===== src/ifu_params.svh =====
`ifndef IFU_PARAMS_SVH
`define IFU_PARAMS_SVH

// word addressed pc, bits [1:0] of the byte address dropped
`define IFU_PC_W 30
// one fetch packet holds two instructions
`define IFU_FETCH_W 64
// total instruction cache capacity in bytes
`define IFU_ICACHE_BYTES 8192
// 64-bit words per cache line
`define IFU_LINE_WORDS 8
// reset fetch address, byte address 0x80
`define IFU_RESET_PC 30'h0000_0020

// sets per way, two ways
`define IFU_SETS (`IFU_ICACHE_BYTES / (`IFU_LINE_WORDS * 8) / 2)
`define IFU_SET_W $clog2(`IFU_SETS)
// instruction offset inside a line
`define IFU_OFF_W $clog2(`IFU_LINE_WORDS * 2)
// beat index inside a line
`define IFU_BEAT_W $clog2(`IFU_LINE_WORDS)
`define IFU_TAG_W (`IFU_PC_W - `IFU_SET_W - `IFU_OFF_W)
// data store address: way, set, beat
`define IFU_DATA_AW (1 + `IFU_SET_W + `IFU_BEAT_W)

`endif


===== src/ifu_pkg.sv =====
`include "ifu_params.svh"

package ifu_pkg;

  // one tag way entry
  typedef struct packed {
    logic                  valid;
    logic [`IFU_TAG_W-1:0] tag;
  } tag_entry_t;

  // pc handed from the generator to the cache
  typedef struct packed {
    logic                 valid;
    logic [`IFU_PC_W-1:0] pc;
  } fetch_req_t;

  // registered packet towards decode
  typedef struct packed {
    logic                    valid;
    logic [`IFU_PC_W-1:0]    pc;
    logic [`IFU_FETCH_W-1:0] instr;
  } fetch_pkt_t;

  // burst read request, address is line aligned
  typedef struct packed {
    logic        valid;
    logic [31:0] addr;
  } bus_req_t;

  // one response beat
  typedef struct packed {
    logic                    valid;
    logic                    last;
    logic [`IFU_FETCH_W-1:0] data;
  } bus_rsp_t;

  typedef enum logic [1:0] {
    refill_idle,
    refill_fill,
    refill_inval
  } refill_state_t;

endpackage


===== src/fetch_pc_gen.sv =====
`include "ifu_params.svh"

module fetch_pc_gen (
  input  logic                 core_clock_i,
  input  logic                 core_reset_i,
  input  logic                 redirect_i,
  input  logic [`IFU_PC_W-1:0] redirect_pc_i,
  input  logic                 busy_i,
  output ifu_pkg::fetch_req_t  fetch_req_o
);

  logic [`IFU_PC_W-1:0] pc_q;
  logic [`IFU_PC_W-1:0] pc_step;
  logic                 run_q;

  // odd word only has one instruction left in its 64-bit slot
  assign pc_step = pc_q[0] ? `IFU_PC_W'd1 : `IFU_PC_W'd2;

  // redirect outranks the cache busy level
  always_ff @(posedge core_clock_i) begin
    if (core_reset_i) begin
      pc_q <= `IFU_RESET_PC;
    end else if (redirect_i) begin
      pc_q <= redirect_pc_i;
    end else if (!busy_i) begin
      pc_q <= pc_q + pc_step;
    end
  end

  // low for the reset cycles, then stays up
  always_ff @(posedge core_clock_i) begin
    if (core_reset_i) begin
      run_q <= 1'b0;
    end else begin
      run_q <= 1'b1;
    end
  end

  // pc is stale while a redirect is loading
  assign fetch_req_o.valid = run_q & ~redirect_i;
  assign fetch_req_o.pc    = pc_q;

  // cache stall must hold the pc until the refill or flush completes
  a_pc_hold: assert property (@(posedge core_clock_i) disable iff (core_reset_i)
    busy_i && !redirect_i |=> $stable(pc_q));

endmodule


===== config.mk =====
export PLATFORM = sky130hd
export DESIGN_NAME = fetch_pc_gen
export DESIGN_NICKNAME = d
export VERILOG_FILES = /design/src/ifu_pkg.sv /design/src/fetch_pc_gen.sv
export VERILOG_INCLUDE_DIRS = /design/src
export SDC_FILE = /design/constraint.sdc
export NUM_CORES = 1
export LEC_CHECK = 0
export BUFFER_PORTS_ARGS = -buffer_cell sky130_fd_sc_hd__buf_2
export CAP_MARGIN = 20
export CORE_MARGIN = 10
export CORE_UTILIZATION = 45
export DETAILED_ROUTE_END_ITERATION = 8
export PLACE_DENSITY_LB_ADDON = 0.25
export SLEW_MARGIN = 20
export SYNTH_ARGS = -nofsm -noshare
export SYNTH_HDL_FRONTEND = slang
export SYNTH_SLANG_ARGS = --single-unit
export TNS_END_PERCENT = 1

===== constraint.sdc =====
create_clock -name core_clock_i -period 2.7 [get_ports core_clock_i]
set_input_delay 0.135 -clock core_clock_i [delete_from_list [all_inputs] [get_ports core_clock_i]]
set_output_delay 0.135 -clock core_clock_i [all_outputs]
set_load 0.005 [all_outputs]

Word level (Yosys, flattened, before mapping)

Index checks and enable logic that the tools add are counted.

Bits of input ports: 34
Output and inout bits: 31
Flip-flop bits (word level): 31
Word-level logic and storage cells: 10

Bitwise logic cells: 2
Multiplexer cells: 4
Add/sub/neg operators: 1
Equal/unequal tests: 1

Operators by type and width:

| kind                                  | count |
|---|---|
| 2-to-1 mux 30 bit                     | 2 |
| adder 30 x 2 -> 30 bit                | 1 |
| 2-to-1 mux 2 bit                      | 1 |
| != test 2 bit (second input constant) | 1 |
| bitwise AND 1 bit                     | 1 |
| 2-to-1 mux 1 bit                      | 1 |
| inverter 1 bit                        | 1 |

Logic depth before layout (Yosys ltp)

Gate-level depths: netlist of run 1.

Word-level depth: 4
Mapped depth: 7
Depth with buffers taken out: 7

Worst setup path after synthesis of run 1

OpenSTA, ideal clock, no wires.

Kind: reg-to-reg
Start point: register pc_q[0]
End point: register pc_q[7]
Stages on the path, launching flop included: 8
Required time: 2.614 ns
Slack: 0.890 ns
Buffers on the path: 0
Clock period less this slack: 1.810 ns
Data arrival time: 1.725 ns
Library setup time: 0.086 ns
Cell sequence: dfxtp_1 > inv_1 > ha_1 > a21oi_1 > nor3_2 > and3_2 > xnor2_1 > a211oi_1

Longest elaborated chain between the ends: 4

Ends and longest elaborated chain:

| element                  | RTL line           | RTL |
|---|---|---|
| start: declaration       | fetch_pc_gen.sv:12 | `` logic [`IFU_PC_W-1:0] pc_q; `` |
| start signal: assignment | fetch_pc_gen.sv:22 | `` pc_q <= `IFU_RESET_PC; `` |
| start signal: assignment | fetch_pc_gen.sv:24 | `pc_q <= redirect_pc_i;` |
| start signal: assignment | fetch_pc_gen.sv:26 | `pc_q <= pc_q + pc_step;` |
| 2-to-1 mux 2 bit         | fetch_pc_gen.sv:17 | `` assign pc_step = pc_q[0] ? `IFU_PC_W'd1 : `IFU_PC_W'd2; `` |
| adder 30 x 2 -> 30 bit * | fetch_pc_gen.sv:26 |  |
| 2-to-1 mux 30 bit *      | fetch_pc_gen.sv:25 | `end else if (!busy_i) begin` |
| 2-to-1 mux 30 bit *      | fetch_pc_gen.sv:23 | `end else if (redirect_i) begin` |

Mark *: on every way between the ends. The rest lies on a longest branch, timed or not. The select of a mux whose other input is x is not followed.
A chain may end at the register's enable or synchronous reset.

Final worst setup path of run 1

Start point: register pc_q[0]
End point: register pc_q[25]

The elaborated chain is that of the path after synthesis.

==> results of run 1 <==
-- cells by family after synthesis --
group,after synthesis
adders and majority gates,2
muxes,2
DFF,31
AOI/OAI and AO/OA,37
and+or+nand+nor,89
buffers and inverters,15
xor gates and xnor gates,28
-- cells in the mapped netlist --
cell type / n
nand4_1: 8
o21ai_0: 1
o21ba_2: 1
a211oi_1: 17
or3_1: 1
nor2_1: 31
mux2i_1: 2
o22ai_1: 2
nand3_1: 12
nand4_4: 1
nor2b_1: 1
and2_1: 1
nor4_1: 1
clkbuf_1: 10
and4_1: 1
o2111ai_1: 1
and3_1: 9
xnor2_1: 6
nand3_2: 1
a211oi_2: 2
o21a_1: 2
and3_2: 1
ha_1: 2
and3b_1: 1
a21oi_1: 8
nand2_1: 12
nor4_2: 1
dfxtp_1: 31
nor3_1: 5
xor2_1: 22
a31oi_1: 1
nor4_4: 1
a31o_2: 1
nor3_2: 1
inv_1: 5
o21bai_1: 1
-- worst max-delay path: stages (launching register included) --
cell	delay (ps)
dfxtp_1	420
inv_1	60
ha_1	310
a21oi_1	130
nor4_2	490
nand4_1	190
xor2_1	190
a211oi_2	200
-- through the flow --
stage / util / instances / setup slack (ps)
floorplan: - / 204 / 890
global placement: 0.565 / 308 / 743
detailed placement: 0.565 / 308 / 669
CTS: 0.593 / 316 / 647
global route: 0.593 / 316 / 446
finish: 0.593 / 316 / 630
-- where the power goes --
group          internal, mW  switching, mW
sequential            0.489         0.0378
clock                 0.232          0.172
combinational        0.0787         0.0784
-- flip-flops by register name (all words and copies together) (netlist names) --
register and cells:
pc_q 30, run_q 1
-- layer usage --
metal	vias up	global-route usage	wire [um]
li1	852	-	-
met1	749	0.168	2130
met2	52	0.220	2030
met3	5	0.0644	433
met4	0	0.0561	67
met5	-	0	0
-- final cells by class --
class,count,area (um2),share of cell area
repair buffers,66,335,0.155
multi-input cells,158,1030,0.477
well taps,48,60.1,0.0277
clock buffers,8,100,0.0461
flip-flops and latches,31,621,0.286
inverters,5,18.8,0.00865
-- path summary, 6_finish.rpt --
kind	from	endpoint	slack [ps]	cells past startpoint
max	pc_q[0]$_SDFFE_PP0P_	pc_q[25]$_SDFFE_PP0P_	630	7
min	redirect_pc_i[4]	pc_q[4]$_SDFFE_PP0P_	80	3
max reg2reg	pc_q[0]$_SDFFE_PP0P_	pc_q[25]$_SDFFE_PP0P_	630	7
min reg2reg	pc_q[20]$_SDFFE_PP0P_	pc_q[20]$_SDFFE_PP0P_	590	2
==> impl_metrics.csv, run 1 <==
group,metric,value,unit
run_status,outcome,"finished, final reports clean",
floorplanning,io_pins,65,
yosys,synth_top_family_by_area,"simple AND/OR/NAND/NOR gates",
yosys,synth_compound_area_frac,0.156,
yosys,yosys.area.top_type_share,0.363,
drt,vias,1658,
global_route,antenna_found_initial,0,
clock_tree,path_clk_slew,60,ps
drt,dr.pass1.iters,4,
clock_tree,cts_setup_buffers,0,
sta,hold_violations,0,
yosys,synth_cell_types,36,
global_route,grt_pass1_wl,7630,um
sta,final.setup.tns,0,ps
yosys,synth.area.mux_share,0.0117,
place,dp_hpwl,3470,um
final_layout,area_delta_synth_final,26.8,%
yosys,syn_inst,204,
yosys,synth_xor_xnor_area_share,0.143,
place,postPlaceCellArea,2070,um2
yosys,yosys_register_bits,31,
pwr,finalPower,1.09,mW
sta,rsz0062_at_grt,"no",
sta,worstMarginPinSlew,975,ps
clock_tree,clock-root-buffer,"clkbuf_8",
global_route,grt_max_degree,32,
clock_tree,clockBufferDepth,2,
yosys,synth_fp_nets,240,
yosys,synth_fa_ha_area_frac,0.0146,
global_route,grt_overflow_total,0,
floorplanning,die-area,6670,um2
run,cap_violations,0,
yosys,synthSimpleGateAreaFrac,0.279,
drt,drt_iter0_markers,151,
sta,min_period,2070,ps
yosys,synth_area_leaders,"dfxtp_1, xor2_1, a211oi_1, nor2_1, nand3_1",
worst_setup_path,crit_arrival,2280,ps
min_path,min_path_type,"in -> reg",
pwr,ir_drop,322,uV
floorplanning,start_util,0.468,
drt,postRouteAntennaNets,0,
final_layout,fillers,374,
sta,whs,84.1,ps
sta,maxSlewHeadroom,0.349,
yosys,yosysWarnings,0,
final_layout,fin_area,2170,um2
final_layout,nets,303,
floorplanning,coreArea,3660,um2
clock_tree,cts_resized,0,
sta,skew,2.56,ps
sta,max_freq,483,MHz
yosys,syn-cell-area,1710,um2
final_layout,drive_gt1_frac,0.310,
drt,drc,0,
pwr,p_leak,0.955,nW
sta,setup_viol,0,
final_layout,final_cell_mix,"buf_2, nor2_1, dfxtp_1, xor2_1, a211oi_1",
worst_setup_path,crit_path_start_kind,"flip-flop",
yosys,synth_top_area_cell,"dfxtp_1",
floorplanning,die_h,81.7,um
sta,finalCritPeriodShare,0.767,
sta,maxSlewViolCount,0,
global_route,grt_pass1_vias,1664,
final_layout,diodes,0,
worst_setup_path,path_max_fanout,6,
clock_tree,cts_tree,"yes",
clock_tree,clk_latency,280,ps
yosys,syn_avg_cell_area,8.39,um2
clock_tree,cts_sinks,31,
clock_tree,hold_buffers,0,
place,place_congestion,0.829,
pwr,p_per_area,502,nW/um2
clock_tree,cts_buffers,5,
drt,wirelength,4660,um
floorplanning,rows,22,
worst_setup_path,crit_type,"reg -> reg",
worst_setup_path,crit_path_end_kind,"flip-flop",
final_layout,final_common_cell,"buf_2",
drt,wire_per_inst,14.7,um
yosys,ys_seq_area_frac,0.363,
global_route,grt_usage,0.142,
place,portBuffers,64,
clock_tree,htree_levels,2,
drt,via_per_inst,5.25,
worst_setup_path,required,2910,ps
floorplanning,die_w,81.7,um
No activity file was read; power rests on OpenSTA's default activity.
==> run 2: changes to the inputs <==
--- a/config.mk
+++ b/config.mk
@@ -9,7 +9,7 @@
 export BUFFER_PORTS_ARGS = -buffer_cell sky130_fd_sc_hd__buf_2
 export CAP_MARGIN = 20
 export CORE_MARGIN = 10
-export CORE_UTILIZATION = 45
+export CORE_UTILIZATION = 44
 export DETAILED_ROUTE_END_ITERATION = 8
 export PLACE_DENSITY_LB_ADDON = 0.25
 export SLEW_MARGIN = 20
==> constraint.sdc (replaced) <==
create_clock -name core_clock_i -period 1.8 [get_ports core_clock_i]
set_input_delay 0.09 -clock core_clock_i [delete_from_list [all_inputs] [get_ports core_clock_i]]
set_output_delay 0.09 -clock core_clock_i [all_outputs]
set_load 0.005 [all_outputs]
==> run 2 against run 1 <==
Die area grew 1.7%. Critical path depth is the same. Setup slack lost 560 ps. Global-route usage grew 0.33 points. Core utilization grew 3.2 points. First-iteration DRC count shrank 40%. Sequential power grew 49%. Critical endpoint is now pc_q[12]$_SDFFE_PP0P_.
==> impl_metrics.csv, run 2 (synthesis results as in run 1) <==
group,metric,value,unit
sta,final.setup.tns,0,ps
worst_setup_path,r2r_setup_slack,70,ps
final_layout,largest_register_ffs,30,
worst_setup_path,path_max_fanout,5,
global_route,grt_pass1_wl,7890,um
worst_setup_path,crit_arrival,1930,ps
global_route,antenna_found_initial,0,
drt,vias,1757,
place,portBuffers,64,
pwr,ir_drop,461,uV
min_path,hold_depth,3,
min_path,holdPathEnd,"pc_q[0]$_SDFFE_PP0P_",
clock_tree,clk_latency,290,ps
min_path,min_path_type,"in -> reg",
global_route,grt_overflow_total,0,
worst_setup_path,slowest_stage,"nor4_1",
worst_setup_path,crit_type,"reg -> reg",
global_route,grt_pass1_vias,1694,
final_layout,reg.largest.list,"pc_q: 30 flops, run_q: 1 flops",
final_layout,nets,320,
clock_tree,htree_levels,2,
place,place_congestion,0.822,
floorplanning,die_h,82.4,um
drt,via_per_inst,5.28,
global_route,met2_usage,0.226,
final_layout,fin_util,0.624,
final_layout,final_common_cell,"buf_2",
final_layout,diodes,0,
sta,rsz0062_at_grt,"yes",
floorplanning,coreArea,3720,um2
drt,postRouteAntennaNets,0,
final_layout,regMostFlops,"pc_q",
sta,max_freq,580,MHz
clock_tree,clock-root-buffer,"clkbuf_8",
worst_setup_path,cp_cell_sequence,"buf_4 > ha_2 > o21bai_2 > nor4_1 > nand3_1 > xor2_1 > a211oi_1",
global_route,use_met1,0.180,
pwr,p_per_area,688,nW/um2
run_status,outcome,"finished, final reports clean",
clock_tree,path_clk_slew,60,ps
floorplanning,rows,22,
floorplanning,io_pins,65,
pwr,p_leak,1.03,nW
worst_setup_path,rr_worst_depth,7,
drt,drt_iter0_markers,90,
clock_tree,cts_tree,"yes",
worst_setup_path,required,2000,ps
floorplanning,die-area,6780,um2
sta,min_period,1730,ps
worst_setup_path,crit_path_end_kind,"flip-flop",
worst_setup_path,slowest_delay,350,ps
final_layout,drive_gt1_frac,0.372,
sta,setup_viol,0,
global_route,grt_max_degree,32,
worst_setup_path,crit_path_start_kind,"flip-flop",
final_layout,area_delta_synth_final,35.5,%
global_route,use_met3,0.0464,
clock_tree,cts_buffers,5,
min_path,min_from,"redirect_pc_i[0]",
sta,skew,4.29,ps
sta,worstMarginPinSlew,610,ps
place,dp_hpwl,3750,um
drt,drc,0,
floorplanning,start_util,0.461,
global_route,grt_usage,0.145,
final_layout,final_cell_mix,"buf_2, nor2_1, dfxtp_1, xor2_1, buf_4",
global_route,grt.busiest_layer,"met2",
sta,maxSlewHeadroom,0.593,
floorplanning,die_w,82.4,um
worst_setup_path,rr_endpoint,"pc_q[12]$_SDFFE_PP0P_",
worst_setup_path,regToRegStartpoint,"pc_q[0]$_SDFFE_PP0P_",
drt,wire_per_inst,14.8,um
clock_tree,cts_setup_buffers,0,
run,cap_violations,0,
sta,whs,27.9,ps
clock_tree,clockBufferDepth,2,
sta,finalCritPeriodShare,0.958,
sta,maxSlewViolCount,0,
drt,dr.pass1.iters,4,
drt,wirelength,4910,um
sta,hold_violations,0,
clock_tree,cts_sinks,31,
-- run 2: changes by cell type in the layout (fill, tap and decap cells not counted), sizes merged --
cell,before,now
clkinv,0,1
buf,66,83
clkbuf,8,7
-- run 2: worst max path at each step --
stage,endpoint,from
after floorplan,pc_q[25]$_SDFFE_PP0P_,pc_q[0]$_SDFFE_PP0P_
after detailed placement,pc_q[23]$_SDFFE_PP0P_,pc_q[0]$_SDFFE_PP0P_
after global placement,pc_q[12]$_SDFFE_PP0P_,pc_q[0]$_SDFFE_PP0P_
after CTS,pc_q[23]$_SDFFE_PP0P_,pc_q[0]$_SDFFE_PP0P_
final,pc_q[12]$_SDFFE_PP0P_,pc_q[0]$_SDFFE_PP0P_
after global routing,pc_q[12]$_SDFFE_PP0P_,pc_q[0]$_SDFFE_PP0P_
-- run 2: report_power, final --
group / leakage, nW / internal, mW / switching (mW)
Clock: 0.0422 / 0.271 / 0.259
Combinational: 0.729 / 0.146 / 0.138
Sequential: 0.258 / 0.733 / 0.0494
Total: 1.03 / 1.15 / 0.447
-- run 2: metrics by stage --
stage	total power, mW	instances	cell area [um2]	setup slack, ps
2_1_floorplan	0.931	204	1720	-1.86
3_3_place_gp	1.07	325	2200	68.2
3_5_place_dp	1.07	325	2200	48.3
4_1_cts	1.61	333	2280	36.9
5_1_grt	1.68	333	2320	-34.7
6_report	1.60	333	2320	74.7
-- run 2: layout make-up --
type,instances,area [um2]
timing repair buffer,83,463
inverter,5,18.8
tap,48,60.1
fill,348,1400
multi-input combinational,158,1070
clock inverter,1,5.00
sequential,31,622
clock buffer,7,76.3
-- run 2: metal layers --
layer | wire [um] | share of wire
met5 | 0 | 0
met4 | 84 | 0.017
met3 | 409 | 0.083
met2 | 2180 | 0.44
met1 | 2240 | 0.45
-- run 2: timing repair --
action	in CTS	in global routing
resized for setup	0	7
endpoints found under the setup margin	0	16
hold buffers	0	0
-- run 2: critical path, delay by kind of cell (launching register included) --
family / cells / cell delay, ps
xor+xnor: 1 / 160
fa+ha+maj: 1 / 210
buf+inv: 1 / 140
simple gates: 2 / 500
compound gates: 2 / 300
flops: 1 / 330
==> run 3: changes to the inputs <==
--- a/config.mk
+++ b/config.mk
@@ -6,10 +6,11 @@
 export SDC_FILE = /design/constraint.sdc
 export NUM_CORES = 1
 export LEC_CHECK = 0
+export ABC_AREA = 1
 export BUFFER_PORTS_ARGS = -buffer_cell sky130_fd_sc_hd__buf_2
 export CAP_MARGIN = 20
-export CORE_MARGIN = 10
-export CORE_UTILIZATION = 44
+export CORE_MARGIN = 8
+export CORE_UTILIZATION = 45
 export DETAILED_ROUTE_END_ITERATION = 8
 export PLACE_DENSITY_LB_ADDON = 0.25
 export SLEW_MARGIN = 20
==> run 3 against run 2 <==
Non-clock buffer count decreased by 13. Worst hold slack improved by 16 ps. Sequential power about the same. Fmax increased by 8.4%. Die area increased by 10%. Via count increased by 38%.
==> impl_metrics.csv, run 3 <==
group,metric,value,unit
worst_setup_path,path_buf_inv,2,
sta,worstMarginPinSlew,586,ps
drt,wirelength,6500,um
yosys,ys_seq_area_frac,0.278,
yosys,synth_common_cells,"nand2_1, inv_1, nand3_1",
final_layout,drive_gt1_frac,0.238,
sta,finalCritPeriodShare,0.884,
yosys,synth_cell_types,31,
worst_setup_path,slowest_delay,330,ps
worst_setup_path,critical-path-top-delay-family,"simple AND/OR/NAND/NOR gates",
yosys,synth_flop_cell,"dfxtp_1",
global_route,grt_max_degree,29,
floorplanning,coreArea,4750,um2
yosys,syn_inst,374,
worst_setup_path,rr_endpoint,"pc_q[27]$_SDFFE_PP0P_",
worst_setup_path,crit_path_start_kind,"flip-flop",
drt,postRouteAntennaNets,0,
yosys,synth_top_area_cell,"dfxtp_1",
global_route,grt_pass1_wl,11100,um
floorplanning,die-area,7460,um2
drt,dr.pass1.iters,4,
pwr,finalPower,1.69,mW
yosys,synth.area.mux_share,0,
yosys,synth_xor_xnor_area_share,0.0275,
drt,drc,0,
pwr,p_per_area,618,nW/um2
clock_tree,cts_tree,"yes",
final_layout,largest_register_ffs,30,
worst_setup_path,regToRegStartpoint,"pc_q[0]$_SDFFE_PP0P_",
worst_setup_path,rr_worst_depth,11,
yosys,synth_fa_ha_area_frac,0.0112,
run_status,outcome,"finished, final reports clean",
pwr,p_leak,1.25,nW
sta,skew,6.27,ps
place,dp_hpwl,5060,um
final_layout,area_delta_synth_final,22.4,%
worst_setup_path,crit_arrival,1740,ps
final_layout,reg.largest.list,"pc_q: 30 flops, run_q: 1 flops",
worst_setup_path,path_max_fanout,7,
sta,hold_violations,0,
worst_setup_path,crit_path_start,"pc_q[0]$_SDFFE_PP0P_",
sta,maxSlewHeadroom,0.610,
floorplanning,rows,25,
yosys,synth_fp_nets,410,
floorplanning,io_pins,65,
final_layout,final_cell_mix,"nand2_1, buf_2, inv_1, nand3_1, nor2_1",
worst_setup_path,cp_cell_sequence,"inv_1 > ha_1 > nand3_1 > nand2_2 > inv_1 > nor2_4 > nand2_1 > nand2_1 > nand2_1 > nand2_1 > a21oi_2",
drt,wire_per_inst,12.8,um
final_layout,diodes,0,
sta,setup_viol,0,
yosys,synth_compound_area_frac,0.144,
drt,vias,2433,
final_layout,final_cells,509,
clock_tree,cts_buffers,5,
pwr,ir_drop,470,uV
worst_setup_path,timing.critical_path.to,"pc_q[27]$_SDFFE_PP0P_",
sta,maxSlewViolCount,0,
worst_setup_path,slowest_stage,"dfxtp_1",
clock_tree,cts_sinks,31,
global_route,grt_pass1_vias,2382,
clock_tree,clock-root-buffer,"clkbuf_8",
sta,max_freq,628,MHz
worst_setup_path,worst_path_most_repeated_cell,"nand2_1",
floorplanning,die_h,86.4,um
drt,via_per_inst,4.78,
final_layout,nets,477,
final_layout,regMostFlops,"pc_q",
clock_tree,cts_setup_buffers,0,
clock_tree,clk_latency,290,ps
min_path,min_from,"redirect_pc_i[5]",
floorplanning,die_w,86.4,um
worst_setup_path,r2r_setup_slack,210,ps
yosys,synth_top_family_by_area,"simple AND/OR/NAND/NOR gates",
sta,final.setup.tns,0,ps
global_route,grt_usage,0.185,
floorplanning,start_util,0.469,
worst_setup_path,crit_path_end_kind,"flip-flop",
place,place_congestion,0.869,
yosys,syn-cell-area,2230,um2
sta,rsz0062_at_grt,"no",
clock_tree,path_clk_slew,70,ps
yosys,yosysWarnings,0,
clock_tree,hold_buffers,0,
global_route,antenna_found_initial,0,
run,cap_violations,0,
yosys,synth.most_common_cell,"nand2_1",
place,placedCellCount,501,
yosys,yosys_register_bits,31,
yosys,synth_edf_count,0,
place,portBuffers,64,
final_layout,final_common_cell,"nand2_1",
min_path,min_path_type,"in -> reg",
yosys,synthSimpleGateAreaFrac,0.421,
worst_setup_path,cp_num_cells,11,
yosys,yosys.area.top_type_share,0.278,
yosys,synth_area_leaders,"dfxtp_1, nand2_1, inv_1, nand3_1, nor2_1",
yosys,syn_avg_cell_area,5.96,um2
clock_tree,htree_levels,2,
worst_setup_path,required,1950,ps
clock_tree,clockBufferDepth,2,
yosys,synthArstFlopShare,0,
worst_setup_path,crit_type,"reg -> reg",
global_route,grt_overflow_total,0,
drt,drt_iter0_markers,191,
sta,min_period,1590,ps
run 3: cell types whose count changed in the layout (fill, tap and decap cells not counted), moves of 15 or more:
cell	delta
inv_1	+47
o21ai_0	+15
nand3_1	+21
xor2_1	-18
nand2_1	+111
a211oi_1	-16
run 3: cell families after synthesis:
family,after synthesis
adders and majority gates,2
AOI/OAI and AO/OA,57
xor gates and xnor gates,7
and+or+nand+nor,211
buffers and inverters,66
DFF,31
run 3: worst min-delay path by stage:
stage	slack, ps	cells after the start	to
4_1_cts	30	3	pc_q[5]$_SDFFE_PP1P_
3_3_place_gp	330	3	pc_q[5]$_SDFFE_PP1P_
5_1_grt	60	3	pc_q[5]$_SDFFE_PP1P_
2_1_floorplan	190	1	pc_q[5]$_SDFFE_PP1P_
3_5_place_dp	340	3	pc_q[5]$_SDFFE_PP1P_
6_report	40	3	pc_q[5]$_SDFFE_PP1P_
run 3: per-stage QoR:
stage          utilization  instance area, um2  setup slack, ps  hold WS, ps
3_3_place_gp         0.553                2630              220          333
5_1_grt              0.574                2730             21.0         58.8
4_1_cts              0.574                2730              145         33.8
2_1_floorplan            -                2230              197          192
3_5_place_dp         0.553                2630              163          341
6_report             0.574                2730              209         43.8
run 3: worst min-delay path: stages:
cell	delay (ps)
buf_2	80
a221oi_1	70
o31ai_1	70
run 3: routing by layer:
layer  routed length (um)  track usage  up-vias
li1                     -            -     1305
met1                 3040        0.220     1059
met2                 2960        0.308       62
met3                  410       0.0605        7
met4                   92       0.0532        0
met5                    0            0        -
run 3: area by class of cell:
cell class / instances / area (um2)
clock buffer: 8 / 100
fill: 515 / 2020
inverter: 56 / 210
multi-input combinational: 277 / 1350
sequential: 31 / 621
tap: 67 / 83.8
timing repair buffer: 70 / 365
run 3: report_power, final:
part           internal, mW  switching, mW
clock                 0.349          0.272
combinational         0.124          0.157
sequential            0.729         0.0567
total                  1.20          0.485
run 3: timing repair:
action	4_1_cts	5_1_grt
setup endpoints to repair	0	6
resized for setup	0	1
endpoints found under the hold margin	0	0
